--- src/verilog/vwrite_params.svh ---
`ifndef VWRITE_PARAMS_SVH
`define VWRITE_PARAMS_SVH

// Buffer address and word widths
`define VW_ADDR_W 10
`define VW_DATA_W 32

// Generator counter widths
`define VW_PERIOD_W 8
`define VW_DELAY_W 4

// Databus burst length and address
`define VW_LEN_W 8
`define VW_EXT_ADDR_W 32

`endif

--- src/verilog/vwrite_bus_pkg.sv ---
`include "vwrite_params.svh"

package vwrite_bus_pkg;

   typedef logic [`VW_ADDR_W-1:0]     addr_t;
   typedef logic [`VW_DATA_W-1:0]     word_t;
   typedef logic [`VW_LEN_W-1:0]      len_t;
   typedef logic [`VW_EXT_ADDR_W-1:0] ext_addr_t;

   // Buffer write port, driven by the store side
   typedef struct packed {
      logic  write;
      addr_t addr;
      word_t data;
   } mem_wport_t;

   // Buffer read port, data comes back one cycle later
   typedef struct packed {
      logic  read;
      addr_t addr;
   } mem_rport_t;

   // Databus write request
   typedef struct packed {
      logic      valid;
      ext_addr_t addr;
      len_t      len;
      word_t     wdata;
   } bus_req_t;

endpackage

--- src/verilog/vwrite_cfg_pkg.sv ---
`include "vwrite_params.svh"

package vwrite_cfg_pkg;

   import vwrite_bus_pkg::*;

   typedef logic [`VW_PERIOD_W-1:0] period_t;
   typedef logic [`VW_DELAY_W-1:0]  delay_t;

   // One nesting level of the address pattern
   typedef struct packed {
      addr_t   start;
      period_t per;
      period_t duty;
      addr_t   iter;
      addr_t   incr;
      addr_t   shift;
   } gen_cfg_t;

   // Start is the base address within one half of the buffer
   typedef struct packed {
      gen_cfg_t gen;
      delay_t   delay;
   } store_cfg_t;

   // Write side has no start field, it always reads from the half base
   typedef struct packed {
      period_t   per;
      period_t   duty;
      addr_t     iter;
      addr_t     incr;
      addr_t     shift;
      len_t      len;
      ext_addr_t ext_addr;
      logic      enabled;
   } write_cfg_t;

   typedef enum logic [1:0] {
      GEN_IDLE,
      GEN_DELAY,
      GEN_RUN
   } gen_state_t;

endpackage

--- src/verilog/addr_gen.sv ---
module addr_gen
   import vwrite_bus_pkg::*;
   import vwrite_cfg_pkg::*;
(
   input  logic     clk,
   input  logic     rst,
   input  logic     run_i,
   input  gen_cfg_t cfg_i,
   input  delay_t   delay_i,
   input  logic     ready_i,
   output logic     valid_o,
   output addr_t    addr_o,
   output logic     done_o
);

   gen_state_t state_q;
   delay_t     dly_cnt_q;
   period_t    inner_q;
   addr_t      outer_q;

   // Latched pattern
   period_t    per_q;
   period_t    duty_q;
   addr_t      iter_q;
   addr_t      incr_q;
   addr_t      shift_q;
   addr_t      addr_q;

   logic       last_inner;
   logic       last_outer;
   logic       step;

   assign last_inner = (inner_q == per_q - period_t'(1));
   assign last_outer = (outer_q == iter_q - addr_t'(1));
   assign step       = (state_q == GEN_RUN) && ready_i;

   // Only the first duty steps of every period produce an address
   assign valid_o = (state_q == GEN_RUN) && (inner_q < duty_q);
   assign addr_o  = addr_q;

   always_ff @(posedge clk or posedge rst) begin
      if (rst) begin
         state_q   <= GEN_IDLE;
         dly_cnt_q <= '0;
         inner_q   <= '0;
         outer_q   <= '0;
         done_o    <= 1'b1;
      end else if (run_i) begin
         inner_q   <= '0;
         outer_q   <= '0;
         dly_cnt_q <= delay_i;
         if (cfg_i.per == '0 || cfg_i.iter == '0) begin
            // Empty pattern, nothing to step through
            state_q <= GEN_IDLE;
            done_o  <= 1'b1;
         end else begin
            state_q <= (delay_i == '0) ? GEN_RUN : GEN_DELAY;
            done_o  <= 1'b0;
         end
      end else begin
         case (state_q)
            GEN_DELAY: begin
               dly_cnt_q <= dly_cnt_q - delay_t'(1);
               if (dly_cnt_q == delay_t'(1)) begin
                  state_q <= GEN_RUN;
               end
            end
            GEN_RUN: begin
               if (ready_i) begin
                  if (last_inner) begin
                     inner_q <= '0;
                     if (last_outer) begin
                        state_q <= GEN_IDLE;
                        done_o  <= 1'b1;
                     end else begin
                        outer_q <= outer_q + addr_t'(1);
                     end
                  end else begin
                     inner_q <= inner_q + period_t'(1);
                  end
               end
            end
            default: begin
               state_q <= GEN_IDLE;
            end
         endcase
      end
   end

   always_ff @(posedge clk) begin
      if (run_i) begin
         per_q   <= cfg_i.per;
         duty_q  <= cfg_i.duty;
         iter_q  <= cfg_i.iter;
         incr_q  <= cfg_i.incr;
         shift_q <= cfg_i.shift;
         addr_q  <= cfg_i.start;
      end else if (step) begin
         // End of an iteration gets the shift on top of the usual incr
         if (last_inner) begin
            addr_q <= addr_q + incr_q + shift_q;
         end else begin
            addr_q <= addr_q + incr_q;
         end
      end
   end

endmodule

--- src/verilog/mem_reader.sv ---
module mem_reader
   import vwrite_bus_pkg::*;
(
   input  logic       clk,
   input  logic       rst,

   // Address stream from the generator
   input  logic       s_valid_i,
   input  addr_t      s_addr_i,
   output logic       s_ready_o,

   // Buffer read port
   output mem_rport_t mem_o,
   input  word_t      mem_data_i,

   // Word stream to the databus
   input  logic       m_ready_i,
   output logic       m_valid_o,
   output word_t      m_data_o
);

   logic  pending_q;
   logic  hold_valid_q;
   word_t hold_data_q;
   logic  take;
   logic  xfer;

   assign xfer = hold_valid_q && m_ready_i;

   // A new read is only issued when its word is sure to find the
   // held register free one cycle later
   assign s_ready_o = !pending_q && (!hold_valid_q || xfer);
   assign take      = s_valid_i && s_ready_o;

   assign mem_o.read = take;
   assign mem_o.addr = s_addr_i;

   assign m_valid_o = hold_valid_q;
   assign m_data_o  = hold_data_q;

   always_ff @(posedge clk or posedge rst) begin
      if (rst) begin
         pending_q    <= 1'b0;
         hold_valid_q <= 1'b0;
      end else begin
         pending_q <= take;
         // Held register is always empty while a read is pending
         if (pending_q) begin
            hold_valid_q <= 1'b1;
         end else if (xfer) begin
            hold_valid_q <= 1'b0;
         end
      end
   end

   always_ff @(posedge clk) begin
      if (pending_q) begin
         hold_data_q <= mem_data_i;
      end
   end

endmodule

--- src/verilog/vwrite_unit.sv ---
`include "vwrite_params.svh"

module vwrite_unit
   import vwrite_bus_pkg::*;
   import vwrite_cfg_pkg::*;
(
   input  logic       clk,
   input  logic       rst,

   input  logic       run_i,
   input  logic       running_i,
   output logic       done_o,

   input  logic       ping_pong_i,
   input  store_cfg_t store_cfg_i,
   input  write_cfg_t write_cfg_i,
   input  word_t      in_i,

   // Buffer ports
   output mem_wport_t mem_w_o,
   output mem_rport_t mem_r_o,
   input  word_t      mem_rdata_i,

   // Databus
   output bus_req_t   bus_o,
   input  logic       bus_ready_i,
   input  logic       bus_last_i
);

   logic      ping_state_q;
   logic      done_store_q;
   logic      done_write_q;

   gen_cfg_t  store_gen_cfg;
   gen_cfg_t  write_gen_cfg;

   logic      store_valid;
   addr_t     store_addr;
   logic      store_done;

   logic      wgen_valid;
   logic      wgen_ready;
   addr_t     wgen_addr;

   logic      rd_valid;
   word_t     rd_data;
   logic      bus_xfer;

   ext_addr_t ext_addr_q;
   len_t      len_q;

   // Store fills one half while the burst drains the other
   always_comb begin
      store_gen_cfg       = store_cfg_i.gen;
      store_gen_cfg.start = {ping_pong_i & ping_state_q,
                             store_cfg_i.gen.start[`VW_ADDR_W-2:0]};
   end

   always_comb begin
      write_gen_cfg.start = {ping_pong_i & ~ping_state_q, {(`VW_ADDR_W-1){1'b0}}};
      write_gen_cfg.per   = write_cfg_i.per;
      write_gen_cfg.duty  = write_cfg_i.duty;
      write_gen_cfg.iter  = write_cfg_i.iter;
      write_gen_cfg.incr  = write_cfg_i.incr;
      write_gen_cfg.shift = write_cfg_i.shift;
   end

   always_ff @(posedge clk or posedge rst) begin
      if (rst) begin
         ping_state_q <= 1'b0;
      end else if (run_i) begin
         ping_state_q <= ping_pong_i ? ~ping_state_q : 1'b0;
      end
   end

   always_ff @(posedge clk or posedge rst) begin
      if (rst) begin
         done_store_q <= 1'b1;
         done_write_q <= 1'b1;
      end else if (run_i) begin
         done_store_q <= 1'b0;
         if (write_cfg_i.enabled) begin
            done_write_q <= 1'b0;
         end
      end else begin
         if (running_i) begin
            done_store_q <= store_done;
         end
         if (bus_xfer && bus_last_i) begin
            done_write_q <= 1'b1;
         end
      end
   end

   // Burst address and length stay fixed for the whole run
   always_ff @(posedge clk) begin
      if (run_i && write_cfg_i.enabled) begin
         ext_addr_q <= write_cfg_i.ext_addr;
         len_q      <= write_cfg_i.len;
      end
   end

   addr_gen u_store_gen (
      .clk     (clk),
      .rst     (rst),
      .run_i   (run_i),
      .cfg_i   (store_gen_cfg),
      .delay_i (store_cfg_i.delay),
      .ready_i (1'b1),
      .valid_o (store_valid),
      .addr_o  (store_addr),
      .done_o  (store_done)
   );

   assign mem_w_o.write = store_valid;
   assign mem_w_o.addr  = store_addr;
   assign mem_w_o.data  = in_i;

   addr_gen u_write_gen (
      .clk     (clk),
      .rst     (rst),
      .run_i   (run_i && write_cfg_i.enabled),
      .cfg_i   (write_gen_cfg),
      .delay_i (delay_t'(0)),
      .ready_i (wgen_ready),
      .valid_o (wgen_valid),
      .addr_o  (wgen_addr),
      .done_o  ()
   );

   mem_reader u_reader (
      .clk        (clk),
      .rst        (rst),
      .s_valid_i  (wgen_valid),
      .s_addr_i   (wgen_addr),
      .s_ready_o  (wgen_ready),
      .mem_o      (mem_r_o),
      .mem_data_i (mem_rdata_i),
      .m_ready_i  (bus_ready_i && !done_write_q),
      .m_valid_o  (rd_valid),
      .m_data_o   (rd_data)
   );

   // No beats once the last one has gone out
   assign bus_o.valid = rd_valid && !done_write_q;
   assign bus_o.addr  = ext_addr_q;
   assign bus_o.len   = len_q;
   assign bus_o.wdata = rd_data;

   assign bus_xfer = bus_o.valid && bus_ready_i;

   assign done_o = done_store_q && done_write_q;

endmodule

--- config.mk ---
export PLATFORM = sky130hd
export DESIGN_NAME = vwrite_unit
export DESIGN_NICKNAME = d
export VERILOG_FILES = /design/src/verilog/vwrite_bus_pkg.sv /design/src/verilog/vwrite_cfg_pkg.sv /design/src/verilog/addr_gen.sv /design/src/verilog/mem_reader.sv /design/src/verilog/vwrite_unit.sv
export VERILOG_INCLUDE_DIRS = /design/src /design/src/verilog
export SDC_FILE = /design/constraint.sdc
export NUM_CORES = 1
export LEC_CHECK = 0
export ABC_AREA = 1
export BUFFER_PORTS_ARGS = -buffer_cell sky130_fd_sc_hd__buf_4
export CAP_MARGIN = 20
export CORE_ASPECT_RATIO = 0.5
export CORE_UTILIZATION = 25
export CTS_BUF_LIST = sky130_fd_sc_hd__clkbuf_8
export DETAILED_ROUTE_END_ITERATION = 8
export PLACE_DENSITY = 0.54
export SLEW_MARGIN = 20
export SYNTH_ARGS = -nofsm -noshare
export SYNTH_HDL_FRONTEND = slang
export SYNTH_SLANG_ARGS = --single-unit
--- constraint.sdc ---
create_clock -name clk -period 4.8 [get_ports clk]
set_input_delay 0.72 -clock clk [delete_from_list [all_inputs] [get_ports clk]]
set_output_delay 0.72 -clock clk [all_outputs]
set_load 0.01 [all_outputs]
==> results of run 1 <==
stage by stage:
step           total power [mW]  area [um2]  utilization, %
5_1_grt                    7.42       15700            32.9
3_3_place_gp               5.18       14900            31.3
3_5_place_dp               5.20       14900            31.3
2_1_floorplan              4.40       12300               -
6_report                   6.90       15700            32.9
4_1_cts                    7.00       15700            32.9
cell type report:
type	count	area share, %
flip-flops and latches	233	42.5
clock inverters	30	0.966
inverters	149	3.59
multi-input cells	828	30.1
well taps	638	5.10
clock buffers	45	3.95
repair buffers	286	13.7
cell usage after synthesis (3+ instances only):
| library cell | instances | share of area (%) |
|---|---|---|
| nand2_1 | 283 | 8.6 |
| edfxtp_1 | 175 | 43 |
| inv_1 | 145 | 4.4 |
| nand3_1 | 107 | 4.4 |
| nor2_1 | 98 | 3.0 |
| ha_1 | 60 | 6.1 |
| xor2_1 | 58 | 4.1 |
| dfrtp_1 | 46 | 9.4 |
| a21oi_1 | 42 | 1.7 |
| buf_4 | 35 | 2.1 |
| nand4_1 | 33 | 1.7 |
| o21ai_0 | 25 | 1.0 |
| xnor2_1 | 18 | 1.3 |
| nor3_1 | 15 | 0.61 |
| o211ai_1 | 12 | 0.73 |
| dfxtp_1 | 9 | 1.5 |
| nor4_1 | 9 | 0.46 |
| nand3_2 | 7 | 0.57 |
| buf_2 | 6 | 0.24 |
| o22ai_1 | 6 | 0.31 |
| or2_2 | 6 | 0.31 |
| clkbuf_1 | 5 | 0.15 |
| nand3b_1 | 5 | 0.31 |
| fa_1 | 4 | 0.65 |
| nand2_2 | 4 | 0.20 |
| nor2_4 | 4 | 0.37 |
| o21bai_1 | 4 | 0.24 |
| a21boi_0 | 3 | 0.18 |
| a31oi_1 | 3 | 0.15 |
| buf_1 | 3 | 0.092 |
| dfstp_2 | 3 | 0.64 |
| nor2_2 | 3 | 0.15 |
| o21a_1 | 3 | 0.18 |
sequential cells by signal, summed over array words and instances (netlist names), 8 cells and up:
name / cells
u_write_gen.per_q: 8
u_write_gen.duty_q: 8
u_write_gen.shift_q: 10
u_store_gen.shift_q: 10
len_q: 8
u_store_gen.incr_q: 10
ext_addr_q: 32
u_write_gen.inner_q: 8
u_write_gen.incr_q: 10
u_write_gen.iter_q: 10
u_write_gen.addr_o: 10
u_store_gen.addr_o: 10
u_store_gen.outer_q: 10
u_reader.m_data_o: 32
u_store_gen.duty_q: 8
u_store_gen.per_q: 8
u_store_gen.iter_q: 10
u_write_gen.outer_q: 10
u_store_gen.inner_q: 8
worst min-delay path by stage:
stage / start / end / slack, ns / cells past startpoint
after global placement: u_store_gen.done_o / u_store_gen.done_o / 0.46 / 2
after floorplan: u_store_gen.done_o / done_store_q / 0.44 / 2
after CTS: running_i / done_store_q / 0.25 / 2
final: running_i / done_store_q / 0.31 / 2
after detailed placement: u_store_gen.done_o / u_store_gen.done_o / 0.46 / 2
after global routing: running_i / done_store_q / 0.27 / 2
cells in the final DEF, fill, tap and decap left out, types with 15 or more instances in the layout:
master	Yosys	final
xor2_1	58	58
o21ai_0	25	25
nand4_1	33	33
edfxtp_1	175	175
clkbuf_8	0	45
nor3_1	15	15
xnor2_1	18	18
nand3_1	107	107
dfrtp_1	46	46
ha_1	60	60
buf_4	35	286
nor2_1	98	98
inv_1	145	164
nand2_1	283	283
a21oi_1	42	42
worst reg2reg max path, delay by kind of cell, from the launching register on:
family / cells / cell delay [ns]
simple gates: 10 / 1.07
fa+ha+maj: 3 / 1.02
flops: 1 / 0.41
compound gates: 2 / 0.23
buf+inv: 2 / 0.17
xor+xnor: 1 / 0.15
cell families (layout without fill, tap and decap cells):
family | Yosys count | after routing | synth area share (%)
flip-flops | 233 | 233 | 54.3
buffers and inverters | 199 | 510 | 7.30
AND/OR/NAND/NOR | 582 | 582 | 21.2
AO/OA/AOI/OAI | 106 | 106 | 5.10
adder cells (fa/ha/maj) | 64 | 64 | 6.76
XOR/XNOR | 76 | 76 | 5.42
report_power, final:
group	internal, mW	switching [mW]
sequential	2.53	0.223
clock	0.917	0.836
combinational	1.00	1.39
total	4.44	2.45
metal layers:
layer / wire length [um] / global-route usage [%] / vias to the layer above
li1: - / - / 4793
met1: 13200 / 14.4 / 4329
met2: 16200 / 22.2 / 118
met3: 1080 / 2.49 / 62
met4: 877 / 4.39 / 0
met5: 0 / 0 / -
==> results.md, run 1 <==
- Slowest-stage cell, CP: fa_1
- Crit path from: u_write_gen.incr_q[0]
- Worst Path Required: 5.12 ns
- Worst-case clock buffer depth: 3
- Layout area overhead: 27.5%
- Root buffer cell: clkbuf_8
- Deepest level of the CTS H-tree: 2
- Violated checks: design-rule violations
- Global-route wire length before repair: 49.4 mm
- Fin crit period: 3.30 ns
- Post CTS Setup Buffer Count: 0
- Critical Path AT: 3.62 ns
- Delay-heaviest family, CP: simple AND/OR/NAND/NOR gates
- RSZ-0062 raised after global routing: false
- Critical Path Sink Type: register
- CP startpoint kind: register
- Via density per instance: 4.21
- Layout fillers: 4,895
- Sequential cell area: 6670 um2
- Reg2reg setup slack: 1.50 ns
- CP dominant cell by count: nand3_1
- Avg Inst Size Synth: 9.75 um2
- Yosys warnings: 0
- Std-Cell Rows: 56
- TNS Setup: 0 ns
- Antenna violations before repair: 0
- Reg2reg start: u_write_gen.incr_q[0]
- Final hold violation count: 0
- Starting density of the core: 25.8%
- Aggregate global-route resource usage: 12.3%
- RD Place Congestion: 0.800
- Pre-antenna DRT Iters: 6
- Worst r2r path cells: 18
- Status: finished with violations
- WHS: 0.312 ns
- Async S/R FF share, synth: 21.0%
- VDD IR-drop max: 0.140 mV
- Number of nets in the layout: 1,821
- Mapped Area: 12,300 um2
- R2R Path End: u_write_gen.addr_o[9]
- Setup violators final: 0
- Number of clock sinks: 233
- Die H: 159 um
- Crit path capture: u_write_gen.addr_o[9]
- Area of the die: 50,100 um2
- Hold WC Path Type: in2reg
- Hold_buf cts: 0
- Final cycle utilization of the critical path: 68.7%
- TritonCTS clock tree: yes
- Overflow after GRT: 0
- Tightest Pin Transition: 0.915 ns
- Die width: 316 um
- EDFF count, synth: 175
- Largest net degree at the start of global routing: 74
- Layout cells sized above 1: 23.6%
- Fin worst setup slack: 1.50 ns
- DRT iter0 DRCs: 481
- Post-route insts no fill: 2,209
- Crit-path cells: ha_1 > fa_1 > nand3_1 > nand2_1 > a21oi_1 > o21ai_0 > xor2_1 > inv_1 > ha_1 > inv_1 > nor3_1 > nand3_1 > nand3_1 > nand2_1 > nand3_1 > nand2_1 > nand3_1 > nand2_1
- Leak: 7.08 nW
- Number of cells on the critical path: 18
- Post-CTS resize count: 0
- Post-placement setup slack: 1.53 ns
- CTS buffer count: 41
- Main synth FF type: edfxtp_1
- Post-synthesis sequential area ratio: 54.3%
- # DRC: 8
- CP Class: reg2reg
- Slew Viols, Final: 0
- Post-synthesis register bit count: 233
- Footprint of the multi-input gates: 4720 um2
- Placed Cells incl. Taps: 2,134
- Cell variety after synth: 48
- Vias: 9,302
- I/O Pins: 346
- # port buffers: 280
- Buf/Inv on CP: 2
- Post-Syn Instances: 1,260
- Worst-Skew Late Latency: 0.56 ns
- Antenna diodes: 0
- Core region area: 47,600 um2
- Power per cell area: 440 nW/um2
- Antenna viol nets, final: 0
- Post-synth net total: 1,542
- Routed WL: 31.4 mm
- Detail Placement HPWL: 23.8 mm
- WL/cell: 14.2 um
- Clk pin slew, worst setup/hold paths: 0.06 ns
- Max Cap Viol: 0
- Crit path largest cell delay: 0.44 ns
- Slew margin rel.: 39.0%
- Crit Path Max Fanout: 4
- Fmax: 303 MHz
- Vias in the first global route: 9,326
- Max Clock Skew: 0.0292 ns
Note: power is estimated with default switching activity, not from simulation.
==> run 2: changes to the inputs <==
- PLACE_DENSITY: 0.54 -> 0.56
- clock period: 4.8 -> 2.9 ns (I/O delays scaled with it)
==> results.md, run 2 (same netlist as run 1, synthesis figures left out) <==
- Vias in the first global route: 9,578
- Total power: 12.3 mW
- RD Place Congestion: 0.826
- TritonCTS clock tree: yes
- Starting density of the core: 25.8%
- Worst-case clock buffer depth: 3
- Buf/Inv on CP: 3
- Post-route insts no fill: 2,281
- Leak: 7.39 nW
- Hold WC Path Type: in2reg
- Root buffer cell: clkbuf_8
- Slowest-stage cell, CP: edfxtp_1
- Worst Path Required: 3.21 ns
- # port buffers: 280
- Aggregate global-route resource usage: 12.7%
- Fin crit period: 2.89 ns
- Post-placement setup slack: -0.177 ns
- Area of the die: 50,100 um2
- CP dominant cell by count: nand2_2
- Routed WL: 32.5 mm
- Final hold violation count: 0
- Combinational share of power: 39.7%
- Sw Share: 35.7%
- DRT iter0 DRCs: 574
- WL/cell: 14.2 um
- Max Cap Viol: 0
- CTS buffer count: 41
- Sequential power share: 37.0%
- Worst-Skew Late Latency: 0.56 ns
- Pre-antenna DRT Iters: 7
- Fmax: 345 MHz
- CP Class: reg2reg
- Die H: 159 um
- # DRC: 10
- Setup violators final: 0
- Critical Path AT: 3.20 ns
- VDD IR-drop max: 0.313 mV
- Core region area: 47,600 um2
- CP startpoint kind: register
- Number of nets in the layout: 1,893
- Clk pin slew, worst setup/hold paths: 0.06 ns
- Vias: 9,685
- Antenna violations before repair: 0
- Slew margin rel.: 53.4%
- WHS: 0.0521 ns
- Critical Path Sink Type: register
- Detail Placement HPWL: 24.5 mm
- Overflow after GRT: 0
- Final cycle utilization of the critical path: 99.8%
- Violated checks: design-rule violations
- Net switching power: 4.41 mW
- Layout cells sized above 1: 30.4%
- RSZ-0062 raised after global routing: true
- Int Power: 7.92 mW
- Antenna diodes: 0
- I/O Pins: 346
- Via density per instance: 4.25
- Crit-path cells: ha_4 > buf_6 > nand3_2 > nand2_2 > nand2_2 > nand2_2 > a21oi_2 > or2_2 > nand2_2 > inv_2 > ha_4 > inv_2 > o21ai_4 > a21oi_2 > nand3_2 > nand2_2 > nand4_1 > nand3_1 > nand2_1
- Crit Path Max Fanout: 3
- Delay-heaviest family, CP: simple AND/OR/NAND/NOR gates
- Max Clock Skew: 0.0180 ns
- Crit path largest cell delay: 0.45 ns
- Tightest Pin Transition: 0.698 ns
- Number of clock sinks: 233
- Layout fillers: 4,844
- Deepest level of the CTS H-tree: 2
- Die width: 316 um
- Placed Cells incl. Taps: 2,181
- Fin worst setup slack: 0.00503 ns
- Status: finished with violations
- Power share of the clock group: 23.2%
- Slew Viols, Final: 0
- Most common cell after layout, fill and taps aside: buf_4
- Largest net degree at the start of global routing: 60
- Power per cell area: 742 nW/um2
- TNS Setup: 0 ns
- Std-Cell Rows: 56
- Global-route wire length before repair: 50.6 mm
- Antenna viol nets, final: 0
- Commonest non-fill, non-tap cells in the layout: 337 x buf_4, 266 x nand2_1, 175 x edfxtp_1
- Layout area overhead: 35.4%
## run 2: cell types whose count changed in the layout (fill, tap and decap cells not counted), moves of 5 or more
cell | before | now
nand2_1 | 283 | 266
dlygate4sd3_1 | 0 | 18
a21oi_1 | 42 | 28
ha_1 | 60 | 46
ha_4 | 0 | 10
clkinv_1 | 6 | 13
buf_4 | 286 | 337
inv_2 | 3 | 11
nand2_2 | 4 | 18
inv_1 | 164 | 145
a21oi_2 | 0 | 14
xor2_1 | 58 | 53
## run 2: path summary, 6_finish.rpt
path	from	endpoint	slack (ns)	depth (start not counted)
min in group asynchronous	rst	u_reader.pending_q	0.57	3
hold reg to reg	u_store_gen.done_o	u_store_gen.done_o	0.47	2
hold / removal	write_cfg_i[50]	u_write_gen.shift_q[9]	0.05	1
max in group asynchronous	rst	u_write_gen.outer_q[9]	1.59	4
setup reg to reg	u_store_gen.addr_o[2]	u_store_gen.addr_o[9]	0.005	19
setup / recovery	u_store_gen.addr_o[2]	u_store_gen.addr_o[9]	0.005	19
## run 2: timing repair
action | CTS | global route
resized for setup | 15 | 69
hold endpoints to repair | 19 | 0
pin swaps | 12 | 55
endpoints found under the setup margin | 4 | 10
hold buffers | 18 | 0
buffers inserted | 3 | 4
## run 2: through the flow
stage                     utilization, %  instance area [um2]
after CTS                           34.2                16300
after detailed placement            32.0                15300
after global placement              32.0                15300
after global routing                34.9                16600
after floorplan                        -                12300
final                               34.9                16600
## run 2: power groups by stage
stage	registers [mW]	logic, mW	clock network, mW
finish	4.57	4.90	2.87
global route	4.63	5.47	3.13
CTS	4.56	4.54	2.98
detailed placement	4.62	4.38	0
global placement	4.61	4.37	0
floorplan	4.70	2.58	0
## run 2: layout make-up
type	instances	area, um2	share of cell area [%]
Clock buffer	47	647	3.89
Clock inverter	28	120	0.722
Inverter	149	564	3.39
Multi-Input combinational cell	828	5080	30.6
Sequential cell	233	6670	40.1
Tap cell	638	798	4.80
Timing Repair Buffer	358	2750	16.6
## run 2: metal layers
layer / routed length [um] / track usage [%] / share of wire (%) / vias up
li1: - / - / - / 4936
met1: 13200 / 14.8 / 41 / 4533
met2: 17300 / 23.2 / 53 / 159
met3: 1220 / 2.57 / 3.8 / 57
met4: 758 / 3.93 / 2.3 / 0
met5: 0 / 0 / 0 / -
## run 2: worst register-to-register path, stage by stage (launching register included)
cell and delay [ns]:
edfxtp_1 0.45, ha_4 0.32, buf_6 0.12, nand3_2 0.09
nand2_2 0.08, nand2_2 0.07, nand2_2 0.07, a21oi_2 0.05
or2_2 0.28, nand2_2 0.09, inv_2 0.04, ha_4 0.24
inv_2 0.09, o21ai_4 0.07, a21oi_2 0.19, nand3_2 0.08
nand2_2 0.07, nand4_1 0.09, nand3_1 0.11, nand2_1 0.05
==> run 3: changes to the inputs <==
- CORE_UTILIZATION: 25 -> 49
- PLACE_DENSITY: 0.56 -> 0.89
==> results.md, run 3 (same netlist as run 1, synthesis figures left out) <==
- CTS buffer count: 35
- Setup violators final: 4
- Detail Placement HPWL: 22.3 mm
- I/O Pins: 346
- Layout cells sized above 1: 29.7%
- Status: finished with violations
- DRT iter0 DRCs: 630
- Antenna viol nets, final: 0
- TritonCTS clock tree: yes
- Post-route cell area: 15,900 um2
- Layout area overhead: 29.4%
- Final hold violation count: 0
- Total power: 12.0 mW
- Crit Path Max Fanout: 4
- Max Clock Skew: 0.0153 ns
- CP Class: reg2reg
- # port buffers: 280
- Vias in the first global route: 9,718
- Global-route wire length before repair: 47.4 mm
- Max Cap Viol: 0
- Worst-Skew Late Latency: 0.53 ns
- RD Place Congestion: 0.892
- Tightest Pin Transition: 0.706 ns
- Number of nets in the layout: 1,867
- Int Power: 7.72 mW
- Std-Cell Rows: 40
- # DRC: 0
- Overflow after GRT: 0
- Fmax: 335 MHz
- CP startpoint kind: register
- Deepest level of the CTS H-tree: 2
- RSZ-0062 raised after global routing: true
- Root buffer cell: clkbuf_8
- Slew margin rel.: 52.9%
- Power share of the clock group: 22.2%
- Worst Path Required: 3.18 ns
- Fin worst setup slack: -0.0814 ns
- Number of clock sinks: 233
- Layout fillers: 1,870
- Leak: 7.30 nW
- Starting density of the core: 50.6%
- WL/cell: 15.8 um
- Sw Share: 35.8%
- Hold WC Path Type: in2reg
- Area of the die: 25,700 um2
- Crit path largest cell delay: 0.39 ns
- Antenna violations before repair: 0
- Buf/Inv on CP: 2
- Pre-antenna DRT Iters: 5
- Fin crit period: 2.98 ns
- Aggregate global-route resource usage: 23.3%
- Via density per instance: 5.12
- Die H: 114 um
- Sequential power share: 38.0%
- Slew Viols, Final: 0
- Violated checks: negative setup slack
- Core region area: 24,300 um2
- CP dominant cell by count: nand2_2
- Crit-path cells: ha_2 > fa_2 > nand3_2 > nand2_2 > nand2_2 > nand2_2 > a21oi_2 > nand2_1 > nand2_2 > inv_2 > ha_4 > inv_4 > o21ai_2 > a21oi_2 > nand3_2 > nand2_2 > nand4_1 > nand3_1 > nand2_1
- Post-route insts no fill: 1,947
- Commonest non-fill, non-tap cells in the layout: 335 x buf_4, 267 x nand2_1, 175 x edfxtp_1
- Clk pin slew, worst setup/hold paths: 0.07 ns
- Critical Path AT: 3.26 ns
- Slowest-stage cell, CP: edfxtp_1
- Vias: 9,963
- Routed WL: 30.8 mm
- Die width: 226 um
- Combinational share of power: 39.8%
- VDD IR-drop max: 0.398 mV
- Placed Cells incl. Taps: 1,871
- Critical Path Sink Type: register
- Most common cell after layout, fill and taps aside: buf_4
- Delay-heaviest family, CP: simple AND/OR/NAND/NOR gates
- Final cycle utilization of the critical path: 103%
- Net switching power: 4.31 mW
- DP Area: 14,800 um2
- Power per cell area: 756 nW/um2
- Largest net degree at the start of global routing: 52
- Worst-case clock buffer depth: 3
- Antenna diodes: 0
==> run 3: changes by cell type in the layout (fill, tap and decap cells not counted), sizes merged <==
| cell | before | now |
|---|---|---|
| clkinv | 16 | 6 |
| clkinvlp | 3 | 0 |
| dlygate4sd3 | 18 | 1 |
| buf | 340 | 337 |
| inv | 158 | 161 |
| clkbuf | 47 | 45 |
==> run 3: final timing paths <==
kind                                        from                     end  slack, ns  cells after the start
setup / recovery           u_store_gen.addr_o[0]   u_store_gen.addr_o[9]      -0.08                     19
hold / removal                         running_i            done_store_q       0.06                      2
setup reg to reg           u_store_gen.addr_o[0]   u_store_gen.addr_o[9]      -0.08                     19
hold reg to reg               u_store_gen.done_o      u_store_gen.done_o       0.47                      2
max in group asynchronous                    rst      u_store_gen.done_o       1.83                      4
min in group asynchronous                    rst  u_store_gen.inner_q[0]       0.45                      3
==> run 3: metal layers <==
layer / track usage (%) / wire (um) / vias to the layer above
li1: - / - / 4873
met1: 29.4 / 12800 / 4684
met2: 39.7 / 15100 / 324
met3: 4.95 / 1880 / 82
met4: 8.57 / 1010 / 0
met5: 0 / 0 / -
==> run 3: stage by stage <==
step	TNS, ns	util, %	hold WS, ns	setup WS, ns
floorplan	0	-	0.440	0.00357
global placement	-0.258	61.0	0.419	-0.0984
detailed placement	-0.651	61.0	0.419	-0.217
CTS	-0.0334	64.4	0.0315	-0.0309
global route	-1.11	65.5	0.0333	-0.276
finish	-0.189	65.5	0.0634	-0.0814
==> run 3: power by group through the flow <==
stage / clock, mW / combinational [mW] / sequential [mW]
after global placement: 0 / 4.10 / 4.59
after floorplan: 0 / 2.58 / 4.70
after detailed placement: 0 / 4.23 / 4.61
final: 2.67 / 4.79 / 4.57
after global routing: 2.89 / 5.27 / 4.62
after CTS: 2.74 / 4.38 / 4.56
==> run 3: repair_timing <==
action / in CTS / in global routing
resized for setup: 21 / 48
hold buffers: 1 / 0
endpoints found under the hold margin: 11 / 0
setup endpoints to repair: 5 / 10
buffers inserted: 2 / 10
pin swaps: 21 / 47
==> run 3: cell type report <==
type / count / area (um2) / area share (%)
multi-input cells: 828 / 5010 / 31.5
clock buffers: 45 / 619 / 3.89
well taps: 336 / 420 / 2.64
inverters: 149 / 564 / 3.55
clock inverters: 18 / 72.6 / 0.456
flip-flops and latches: 233 / 6670 / 41.9
repair buffers: 338 / 2550 / 16.0
